<file path="src/logic/cpu_pkg.sv">
package cpu_pkg;

    // Datapath and register file sizes
    localparam int XLEN     = 32;
    localparam int NUM_REGS = 32;

    typedef logic [XLEN-1:0] word_t;
    typedef logic [4:0]      reg_addr_t;
    // One enable bit per byte lane, lane 0 is the low byte
    typedef logic [3:0]      byte_en_t;

    // Major opcodes handled by the core
    localparam logic [6:0] OPC_LUI    = 7'b0110111;
    localparam logic [6:0] OPC_AUIPC  = 7'b0010111;
    localparam logic [6:0] OPC_OP     = 7'b0110011;
    localparam logic [6:0] OPC_OP_IMM = 7'b0010011;
    localparam logic [6:0] OPC_LOAD   = 7'b0000011;
    localparam logic [6:0] OPC_STORE  = 7'b0100011;

    // Access width, low two bits of funct3
    localparam logic [1:0] MEM_BYTE = 2'b00;
    localparam logic [1:0] MEM_HALF = 2'b01;
    localparam logic [1:0] MEM_WORD = 2'b10;

    // Encoding is {funct7[5], funct3}
    typedef enum logic [3:0] {
        ALU_ADD  = 4'b0000,
        ALU_SLL  = 4'b0001,
        ALU_SLT  = 4'b0010,
        ALU_SLTU = 4'b0011,
        ALU_XOR  = 4'b0100,
        ALU_SRL  = 4'b0101,
        ALU_OR   = 4'b0110,
        ALU_AND  = 4'b0111,
        ALU_SUB  = 4'b1000,
        ALU_SRA  = 4'b1101
    } alu_op_t;

    // Instruction word seen through each encoding format
    typedef union packed {
        struct packed {
            logic [6:0] funct7;
            reg_addr_t  rs2;
            reg_addr_t  rs1;
            logic [2:0] funct3;
            reg_addr_t  rd;
            logic [6:0] opcode;
        } r_fmt;
        struct packed {
            logic [11:0] imm12;
            reg_addr_t   rs1;
            logic [2:0]  funct3;
            reg_addr_t   rd;
            logic [6:0]  opcode;
        } i_fmt;
        struct packed {
            logic [6:0] imm_hi;
            reg_addr_t  rs2;
            reg_addr_t  rs1;
            logic [2:0] funct3;
            logic [4:0] imm_lo;
            logic [6:0] opcode;
        } s_fmt;
        struct packed {
            logic [19:0] imm20;
            reg_addr_t   rd;
            logic [6:0]  opcode;
        } u_fmt;
    } instr_t;

    // Decoded control for one instruction
    typedef struct packed {
        alu_op_t    alu_op;
        logic       src1_is_pc;
        logic       src2_is_imm;
        word_t      imm;
        reg_addr_t  rs1;
        reg_addr_t  rs2;
        reg_addr_t  rd;
        logic       reg_we;
        logic       is_load;
        logic       is_store;
        logic [1:0] mem_size;
        logic       mem_unsigned;
    } ctrl_t;

    // Data memory request, be doubles as the write strobe
    typedef struct packed {
        word_t    addr;
        word_t    wdata;
        byte_en_t be;
    } mem_req_t;

endpackage

</file>
<file path="src/logic/instr_decoder.sv">
`timescale 1ns/1ps

module instr_decoder (
    input  cpu_pkg::instr_t instr,
    output cpu_pkg::ctrl_t  ctrl
);
    import cpu_pkg::*;

    // Fields shared by every format
    logic [6:0] opcode;
    logic [2:0] funct3;
    logic       funct7_b5;

    // Candidate immediates, one per format
    word_t imm_i;
    word_t imm_s;
    word_t imm_u;
    word_t imm_shamt;

    // Shift immediates are funct3 001 and 101
    logic is_shift_f3;
    // Only ADD/SUB and SRL/SRA use bit 30 in OP
    logic uses_b30;

    assign opcode    = instr.r_fmt.opcode;
    assign funct3    = instr.r_fmt.funct3;
    assign funct7_b5 = instr.r_fmt.funct7[5];

    // I-type, sign extended from bit 31
    assign imm_i = {{(XLEN-12){instr.i_fmt.imm12[11]}}, instr.i_fmt.imm12};

    // S-type, split field joined then sign extended
    assign imm_s = {{(XLEN-12){instr.s_fmt.imm_hi[6]}}, instr.s_fmt.imm_hi,
                    instr.s_fmt.imm_lo};

    // U-type, upper twenty bits with zero low part
    assign imm_u = {instr.u_fmt.imm20, 12'b0};

    // Shift amount sits in the rs2 position, no sign extension
    assign imm_shamt = {{(XLEN-5){1'b0}}, instr.i_fmt.imm12[4:0]};

    assign is_shift_f3 = (funct3[1:0] == 2'b01);
    assign uses_b30    = (funct3 == 3'b000) || (funct3 == 3'b101);

    always_comb begin
        // Defaults describe a NOP
        ctrl              = '0;
        ctrl.alu_op       = ALU_ADD;
        ctrl.rs1          = instr.r_fmt.rs1;
        ctrl.rs2          = instr.r_fmt.rs2;
        ctrl.rd           = instr.r_fmt.rd;
        ctrl.mem_size     = funct3[1:0];
        ctrl.mem_unsigned = funct3[2];

        case (opcode)
            OPC_LUI: begin
                // x0 plus immediate
                ctrl.rs1         = '0;
                ctrl.rd          = instr.u_fmt.rd;
                ctrl.src2_is_imm = 1'b1;
                ctrl.imm         = imm_u;
                ctrl.reg_we      = 1'b1;
            end
            OPC_AUIPC: begin
                // PC plus immediate
                ctrl.rd          = instr.u_fmt.rd;
                ctrl.src1_is_pc  = 1'b1;
                ctrl.src2_is_imm = 1'b1;
                ctrl.imm         = imm_u;
                ctrl.reg_we      = 1'b1;
            end
            OPC_OP: begin
                ctrl.alu_op = alu_op_t'({funct7_b5 & uses_b30, funct3});
                ctrl.reg_we = 1'b1;
            end
            OPC_OP_IMM: begin
                ctrl.rd          = instr.i_fmt.rd;
                ctrl.src2_is_imm = 1'b1;
                ctrl.reg_we      = 1'b1;
                if (is_shift_f3) begin
                    // SRAI only when funct3 is 101
                    ctrl.alu_op = alu_op_t'({funct7_b5 & funct3[2], funct3});
                    ctrl.imm    = imm_shamt;
                end else begin
                    ctrl.alu_op = alu_op_t'({1'b0, funct3});
                    ctrl.imm    = imm_i;
                end
            end
            OPC_LOAD: begin
                // Address is rs1 plus offset
                ctrl.rd          = instr.i_fmt.rd;
                ctrl.src2_is_imm = 1'b1;
                ctrl.imm         = imm_i;
                ctrl.reg_we      = 1'b1;
                ctrl.is_load     = 1'b1;
            end
            OPC_STORE: begin
                // No writeback, rs2 carries the data
                ctrl.rs2         = instr.s_fmt.rs2;
                ctrl.src2_is_imm = 1'b1;
                ctrl.imm         = imm_s;
                ctrl.is_store    = 1'b1;
            end
            default: begin
                // Unknown opcode stays a NOP
                ctrl.reg_we   = 1'b0;
                ctrl.is_store = 1'b0;
            end
        endcase
    end

endmodule

</file>
<file path="src/logic/alu.sv">
`timescale 1ns/1ps

module alu (
    input  cpu_pkg::alu_op_t op,
    input  cpu_pkg::word_t   a,
    input  cpu_pkg::word_t   b,
    output cpu_pkg::word_t   result
);
    import cpu_pkg::*;

    // Only the low five bits shift
    logic [4:0] shamt;

    // Comparison results
    logic lt_signed;
    logic lt_unsigned;

    assign shamt       = b[4:0];
    assign lt_signed   = ($signed(a) < $signed(b));
    assign lt_unsigned = (a < b);

    always_comb begin
        case (op)
            ALU_ADD: begin
                result = a + b;
            end
            ALU_SUB: begin
                result = a - b;
            end
            ALU_SLL: begin
                result = a << shamt;
            end
            ALU_SLT: begin
                result = {{(XLEN-1){1'b0}}, lt_signed};
            end
            ALU_SLTU: begin
                result = {{(XLEN-1){1'b0}}, lt_unsigned};
            end
            ALU_XOR: begin
                result = a ^ b;
            end
            ALU_SRL: begin
                result = a >> shamt;
            end
            ALU_SRA: begin
                // Sign bit fills from the left
                result = word_t'($signed(a) >>> shamt);
            end
            ALU_OR: begin
                result = a | b;
            end
            ALU_AND: begin
                result = a & b;
            end
            default: begin
                result = a + b;
            end
        endcase
    end

endmodule

</file>
<file path="src/logic/reg_file.sv">
`timescale 1ns/1ps

module reg_file #(
    parameter int DEPTH = 32
) (
    input  logic               clk,
    input  logic               reset,
    input  cpu_pkg::reg_addr_t rs1,
    input  cpu_pkg::reg_addr_t rs2,
    input  cpu_pkg::reg_addr_t rd,
    input  logic               we,
    input  cpu_pkg::word_t     wdata,
    output cpu_pkg::word_t     rdata1,
    output cpu_pkg::word_t     rdata2
);
    import cpu_pkg::*;

    word_t regs [DEPTH];

    // Asynchronous reads, x0 forced to zero
    assign rdata1 = (rs1 == '0) ? '0 : regs[rs1];
    assign rdata2 = (rs2 == '0) ? '0 : regs[rs2];

    // Single write port at the rising edge
    always_ff @(posedge clk) begin
        if (reset) begin
            for (int i = 0; i < DEPTH; i++) begin
                regs[i] <= '0;
            end
        end else if (we && (rd != '0)) begin
            // Writes to x0 are dropped
            regs[rd] <= wdata;
        end
    end

endmodule

</file>
<file path="src/logic/load_store_unit.sv">
`timescale 1ns/1ps

module load_store_unit (
    input  logic              reset,
    input  cpu_pkg::ctrl_t    ctrl,
    input  cpu_pkg::word_t    addr,
    input  cpu_pkg::word_t    store_data,
    input  cpu_pkg::word_t    drdata,
    output cpu_pkg::mem_req_t dmem_req,
    output cpu_pkg::word_t    load_data
);
    import cpu_pkg::*;

    // Byte offset inside the aligned word
    logic [1:0] offset;
    // Offset in bits for lane shifting
    logic [4:0] bit_shift;

    byte_en_t store_be;
    word_t    store_wdata;
    // Read word moved down so the addressed byte is at bit 0
    word_t    rd_shifted;

    assign offset     = addr[1:0];
    assign bit_shift  = {offset, 3'b000};
    assign rd_shifted = drdata >> bit_shift;

    // Store lane enables and data placement
    always_comb begin
        store_wdata = store_data << bit_shift;
        case (ctrl.mem_size)
            MEM_BYTE: begin
                store_be = byte_en_t'(4'b0001 << offset);
            end
            MEM_HALF: begin
                // Upper half would cross the word at offset 3
                if (offset == 2'b11) begin
                    store_be = '0;
                end else begin
                    store_be = byte_en_t'(4'b0011 << offset);
                end
            end
            MEM_WORD: begin
                // Low address bits ignored
                store_be    = 4'b1111;
                store_wdata = store_data;
            end
            default: begin
                store_be = '0;
            end
        endcase
    end

    // Load lane extraction with sign or zero extension
    always_comb begin
        case (ctrl.mem_size)
            MEM_BYTE: begin
                if (ctrl.mem_unsigned) begin
                    load_data = {{(XLEN-8){1'b0}}, rd_shifted[7:0]};
                end else begin
                    load_data = {{(XLEN-8){rd_shifted[7]}}, rd_shifted[7:0]};
                end
            end
            MEM_HALF: begin
                if (ctrl.mem_unsigned) begin
                    load_data = {{(XLEN-16){1'b0}}, rd_shifted[15:0]};
                end else begin
                    load_data = {{(XLEN-16){rd_shifted[15]}}, rd_shifted[15:0]};
                end
            end
            default: begin
                // Whole aligned word
                load_data = drdata;
            end
        endcase
    end

    // Memory sees the full address, it picks the aligned word itself
    assign dmem_req.addr  = addr;
    assign dmem_req.wdata = store_wdata;
    // Strobe only for stores, and never while in reset
    assign dmem_req.be    = (ctrl.is_store && !reset) ? store_be : '0;

endmodule

</file>
<file path="src/logic/cpu_core.sv">
`timescale 1ns/1ps

module cpu_core #(
    parameter cpu_pkg::word_t RESET_ADDR = '0
) (
    input  logic              clk,
    input  logic              reset,
    output cpu_pkg::word_t    iaddr,
    input  cpu_pkg::instr_t   idata,
    output cpu_pkg::mem_req_t dmem_req,
    input  cpu_pkg::word_t    drdata
);
    import cpu_pkg::*;

    // Program counter
    word_t pc;

    // Decoded control
    ctrl_t ctrl;

    // Register file read values
    word_t rdata1;
    word_t rdata2;

    // ALU operands and result
    word_t op_a;
    word_t op_b;
    word_t alu_result;

    // Writeback path
    word_t load_data;
    word_t wb_data;
    logic  reg_we;

    // Fetch address is the PC itself
    assign iaddr = pc;

    // No branches, so the PC only steps forward
    always_ff @(posedge clk) begin
        if (reset) begin
            pc <= RESET_ADDR;
        end else begin
            pc <= pc + word_t'(4);
        end
    end

    instr_decoder u_instr_decoder (
        .instr (idata),
        .ctrl  (ctrl)
    );

    reg_file #(
        .DEPTH (NUM_REGS)
    ) u_reg_file (
        .clk    (clk),
        .reset  (reset),
        .rs1    (ctrl.rs1),
        .rs2    (ctrl.rs2),
        .rd     (ctrl.rd),
        .we     (reg_we),
        .wdata  (wb_data),
        .rdata1 (rdata1),
        .rdata2 (rdata2)
    );

    // AUIPC takes the PC, everything else rs1
    assign op_a = ctrl.src1_is_pc ? pc : rdata1;
    // Immediate or rs2
    assign op_b = ctrl.src2_is_imm ? ctrl.imm : rdata2;

    alu u_alu (
        .op     (ctrl.alu_op),
        .a      (op_a),
        .b      (op_b),
        .result (alu_result)
    );

    // ALU result doubles as the data address
    load_store_unit u_load_store_unit (
        .reset      (reset),
        .ctrl       (ctrl),
        .addr       (alu_result),
        .store_data (rdata2),
        .drdata     (drdata),
        .dmem_req   (dmem_req),
        .load_data  (load_data)
    );

    // Loads write memory data, all others the ALU result
    assign wb_data = ctrl.is_load ? load_data : alu_result;
    // No register update while reset is held
    assign reg_we  = ctrl.reg_we & ~reset;

endmodule

</file>
<file path="config.mk">
export PLATFORM = sky130hd
export DESIGN_NAME = cpu_core
export DESIGN_NICKNAME = d
export VERILOG_FILES = /design/src/logic/cpu_pkg.sv /design/src/logic/instr_decoder.sv /design/src/logic/alu.sv /design/src/logic/reg_file.sv /design/src/logic/load_store_unit.sv /design/src/logic/cpu_core.sv
export SDC_FILE = /design/constraint.sdc
export NUM_CORES = 2
export LEC_CHECK = 0
export ABC_AREA = 1
export BUFFER_PORTS_ARGS = -buffer_cell sky130_fd_sc_hd__buf_2
export CAP_MARGIN = 30
export CELL_PAD_IN_SITES_DETAIL_PLACEMENT = 0
export CELL_PAD_IN_SITES_GLOBAL_PLACEMENT = 2
export CORE_ASPECT_RATIO = 1.4
export CORE_MARGIN = 2
export CORE_UTILIZATION = 41
export CTS_CLUSTER_SIZE = 14
export DETAILED_ROUTE_END_ITERATION = 10
export PLACE_DENSITY_LB_ADDON = 0.15
export SYNTH_ARGS = -nofsm -noshare
export SYNTH_HDL_FRONTEND = slang
export SYNTH_SLANG_ARGS = --single-unit
</file>
<file path="constraint.sdc">
create_clock -name clk -period 24.1 [get_ports clk]
set_input_delay 3.615 -clock clk [delete_from_list [all_inputs] [get_ports clk]]
set_output_delay 3.615 -clock clk [all_outputs]
set_load 0.01 [all_outputs]
</file>
* After elaboration in Yosys (flattened, before gate mapping)
Memories as Yosys holds them, arrays and structs flattened.
Index checks and enable logic that the tools add are counted.
** Storage, ports and cells
- Bits of input ports :: 66
- Logic and storage cells :: 82
- Bits in writable memories :: 1024
- Memories :: 1
- Register bits after elaboration :: 32
- Output and inout port bits :: 100
** Memory list
- u_reg_file.regs :: depth 32, bits a word 32, read ports 2, clocked after Yosys merged registers in 0, wr ports 32, line reg_file.sv:18 : word_t regs [DEPTH];
** Operators by class
- Bitwise logic cells :: 7
- Shift-type cells :: 7
- Magnitude comparators :: 2
- Reductions and logical operators :: 12
- Equal/unequal tests :: 19
- Multiplexer cells :: 30
- Add/subtract/negate cells :: 3
** Operators by type and width (count)
- 32-bit two-way mux :: 10
- 32-bit case mux with 9 select lines :: 1
- 33-bit case mux with 4 select lines :: 1
- 32-bit < comparator :: 2
- 32-bit case mux with 2 select lines :: 1
- 32-bit by 5-bit << shifter with 32-bit output :: 2
- 32-bit by 3-bit adder with 32-bit output (second input constant) :: 1
- 32-bit adder :: 1
- 32-bit bitwise AND :: 1
- 32-bit OR :: 1
- 32-bit OR reduction :: 1
- 32-bit by 5-bit >> shifter with 16-bit output :: 1
- 32-bit by 5-bit >> shifter with 32-bit output :: 1
- 32-bit by 5-bit >>> shifter with 32-bit output :: 1
- 32-bit subtractor :: 1
- 32-bit XOR :: 1
- 7-bit by 6-bit == test with 1-bit output (second input constant) :: 3
- 4-bit by 3-bit == test with 1-bit output (second input constant) :: 4
- 7-bit by 5-bit == test with 1-bit output (second input constant) :: 2
- 4-bit two-way mux :: 3
- 4-bit case mux with 3 select lines :: 1
- 5-bit zero test :: 2
- 1-bit two-way mux :: 10
- 5-bit two-way mux :: 2
- 20 further kinds :: 26

* Depth between registers and ports, before layout
- Depth in word-level cells :: 12
- Mapped depth :: 49
- Mapped depth without buffers :: 44

* Modules after synthesis
A second synthesis with hierarchy kept.
** Second synthesis, totals
- Cell total of the unflattened synthesis :: 10264
- Area total of the unflattened synthesis :: 72159.2 sq um
** By module, submodules not included
- reg_file :: area an instance 56579.3 sq um, instances 1, seq. area each 30749.5 sq um, cells each 7255
- alu :: area an instance 10023.4 sq um, instances 1, seq. area each 0.0 sq um, cells each 2044
- cpu_core :: area an instance 2665.1 sq um, instances 1, seq. area each 600.6 sq um, cells each 373
- load_store_unit :: area an instance 1886.8 sq um, instances 1, seq. area each 0.0 sq um, cells each 384
- instr_decoder :: area an instance 1004.7 sq um, instances 1, seq. area each 0.0 sq um, cells each 208

* Least setup slack after synthesis
No wires, ideal clock.
- Path type :: input to output
- From :: input port idata[20] in the netlist's numbering
- To :: output port dmem_req[2] in the netlist's numbering
- Required time :: 20.485 ns
- Setup slack :: 11.264 ns
- Path buffers :: 12
- Arrival time :: 9.221 ns
- Cell stages on the path :: 35
- Cells stage by stage :: buf_2 -> inv_2 -> buf_4 -> buf_2 -> buf_4 -> clkbuf_1 -> clkbuf_1 -> clkbuf_1 -> clkbuf_1 -> nor2_1 -> o22ai_1 -> nor2_1 -> o21ai_0 -> nand3_1 -> a21oi_1 -> ha_1 -> clkbuf_1 -> inv_1 -> a21oi_1 -> o21a_1 -> nor2_1 -> a2111oi_0 -> nand2_1 -> nand2_1 -> a21oi_1 -> nor2_1 -> nand4_1 -> inv_2 -> buf_2 -> buf_2 -> buf_2 -> ha_1 -> o21ai_0 -> o21ai_0 -> nor2_1
** RTL lines
- start: declaration :: line cpu_core.sv:9 : input cpu_pkg::instr_t idata,
- end: declaration :: line cpu_core.sv:10 : output cpu_pkg::mem_req_t dmem_req,

==> results.md <==
- CP startpoint kind: primary input
- Rows: 177
- Routed vias/inst: 6.41
- Min Clock Period, post-route: 16800 ps
- Initial antenna violation count: 22
- Sw Ratio: 0.421
- Top-area cell type share of the netlist area: 0.450
- Worst Setup Slack, final: 7300 ps
- Setup TNS: 0 ps
- Vias: 70585
- Area delta synth->final: 8.42%
- Worst Hold Class: flip-flop to flip-flop
- Number of synthesized flops with an enable pin: 1024
- Layout cell share with drive strength beyond 1: 0.0781
- First-pass GRT wire length: 516 mm
- Core Region: 166000 um2
- Post-synthesis sequential area ratio: 0.459
- Cts hold-fix bufs: 0
- Die width: 349 um
- Syn_area_per_cell: 7.58 um2
- Cell taking the most area after synthesis: edfxtp_1
- Iter 0 DRT Violations: 10554
- Remaining DRCs: 0
- Slowest cell on crit path: inv_2
- CP arrival: 13180 ps
- Internal power: 3.39 mW
- TritonRoute pass-1 iters: 8
- Die Height: 487 um
- Commonest non-fill, non-tap cell in the layout: nand2_1
- Crit Path Category: primary input to output port
- Relative slew slack: 0.252
- Commonest non-fill, non-tap cells in the layout: nand2_1, nor2_1, nand3_1
- Yosys reg bits: 1054
- Pwr/cell area: 79.0 nW/um2
- Port Buffers: 163
- Main area contributors after synthesis: edfxtp_1, nand3_1, nand2_1
- Clock Pin Slew Worst Setup and Hold Paths: 60 ps
- Largest net degree at the start of global routing: 171
- Initial Util: 0.412
- Max IR drop VDD: 0.0736 mV
- Top-level port count: 166
- Die area: 170000 um2
- RSZ-0062 raised after global routing: false
- CTS buffer count: 109
- Max Cap Viol: 0
- Number of global-route vias before repair: 65381
- Max Clock Freq: 59.5 MHz
- H-tree lvl count: 3
- Post-Route WL: 378 mm
- Fin crit share: 0.697
- Setup WS pre-CTS: 7630 ps
- Final ANT Viol Nets: 0
- Critical Path End Type: output port
- Pleak: 29.4 nW
- Max incr delay on CP: 670 ps
- Worst-Skew Late Latency: 780 ps
- Wirelength per Cell: 34.3 um
- Skew final: 50.8 ps
- Data required, critical path: 20480 ps
- Fraction of registers with async set/reset: 0
- Slew Viols, Final: 0
- Worst slew pin tran: 1120 ps
- Longest Clk Path Bufs: 3
- # resized after CTS: 0
- Grt total ovfl: 0
- Final-layout fill cell count: 16948
- CP Max Fanout: 170
- Root buf cell: clkbuf_16
- Clock Sinks: 1054
- Postcts setup bufs: 0
- Layout Nets: 8939
- Psw: 2.47 mW
- Final Hold Fails: 0
- Instance count of the mapped netlist: 9009
- Outcome: completed
- Syn. warnings: 0
- Synth cell types: 64
- Setup violators final: 0
- CTS tree: done
- Clock share of power: 0.287
- Combinational Power Share: 0.355
- Worst hold margin: 498 ps
- RePlAce Congestion: 1.13
- HPWL after DPL: 244 mm
- Synthesized cell area: 68300 um2
- Synth Flop Type: edfxtp_1
- Seq pwr share: 0.358
- Global Route Usage Sum: 0.433
## cells by family (layout without fill, tap and decap cells)
logic type,after synthesis,in the layout,synth area share
AND/OR/NAND/NOR,5222,5222,0.319
adder cells (fa/ha/maj),104,104,0.0193
buffers and inverters,1162,978,0.0741
multiplexers,1,1,0.000146
other,1,43,0.0000549
XOR/XNOR,27,27,0.00346
flip-flops,1054,1054,0.459
AO/OA/AOI/OAI,1438,1438,0.125
## sequential cells by signal (all words and copies together), names as in the netlist
name,count
iaddr,30
u_reg_file.regs,1024
## critical path, delay by kind of cell
| family | cells | cell delay [ps] |
|---|---|---|
| compound gates | 7 | 1690 |
| buf+inv | 10 | 4480 |
| fa+ha+maj | 3 | 1250 |
| simple gates | 12 | 1760 |
## routing by layer
layer	GRT usage	vias to the layer above	part of all wire
met5	0	-	0.00017
met4	0.391	10	0.11
met3	0.110	1039	0.11
met2	0.663	4774	0.44
met1	0.499	34402	0.34
li1	-	30360	-
## cell usage after synthesis (4+ instances only)
cell type and count:
a2111oi_0 6, a211oi_1 6, a21boi_0 16, a21oi_1 234, a221oi_1 5, a22oi_1 14
a311oi_1 4, a31oi_1 19, buf_1 47, buf_2 223, buf_4 88, buf_6 12
clkbuf_1 416, clkinv_1 5, dfxtp_1 30, edfxtp_1 1024, ha_1 102, inv_1 358
inv_2 12, nand2_1 1935, nand3_1 1493, nand4_1 38, nor2_1 1658, nor2_2 22
nor3_1 36, nor4_1 9, o2111ai_1 16, o211ai_1 72, o21a_1 11, o21ai_0 721
o21ai_1 17, o21bai_1 6, o221ai_1 184, o22ai_1 91, o31ai_1 4, or2_2 10
xor2_1 26
## metrics by stage
step,instance area (um2),util,total power [mW],instances
final,74100,0.447,5.85,11015
after global placement,70400,0.424,4.11,10778
after CTS,74000,0.446,5.76,10998
after detailed placement,70600,0.425,4.10,10798
after global routing,74100,0.447,5.98,11007
after floorplan,68500,-,3.21,9042
## worst paths after layout
kind	startpoint	endpoint	slack, ps	depth (start not counted)
setup / recovery	idata[20]	dmem_req[2]	7300	32
hold / removal	iaddr[2]	iaddr[2]	500	1
setup reg to reg	u_reg_file.regs[22][0]	u_reg_file.regs[12][11]	14940	34
hold reg to reg	iaddr[2]	iaddr[2]	500	1
## power groups by stage
stage               clock network, mW  registers [mW]  logic, mW
CTS                              1.69            2.09       1.98
detailed placement                  0            2.13       1.97
global route                     1.75            2.10       2.13
finish                           1.68            2.10       2.08
floorplan                           0            2.13       1.08
global placement                    0            2.13       1.97
## area by class of cell
type	count	area, um2	share of cell area
multi-input combinational	6826	32300	0.437
sequential	1054	31400	0.423
clock buffer	135	2870	0.0387
timing repair buffer	403	2840	0.0383
tap	2148	2690	0.0363
inverter	375	1440	0.0194
clock inverter	65	533	0.00719
antenna	9	22.5	0.000304
Note: power is estimated with default switching activity, not from simulation.
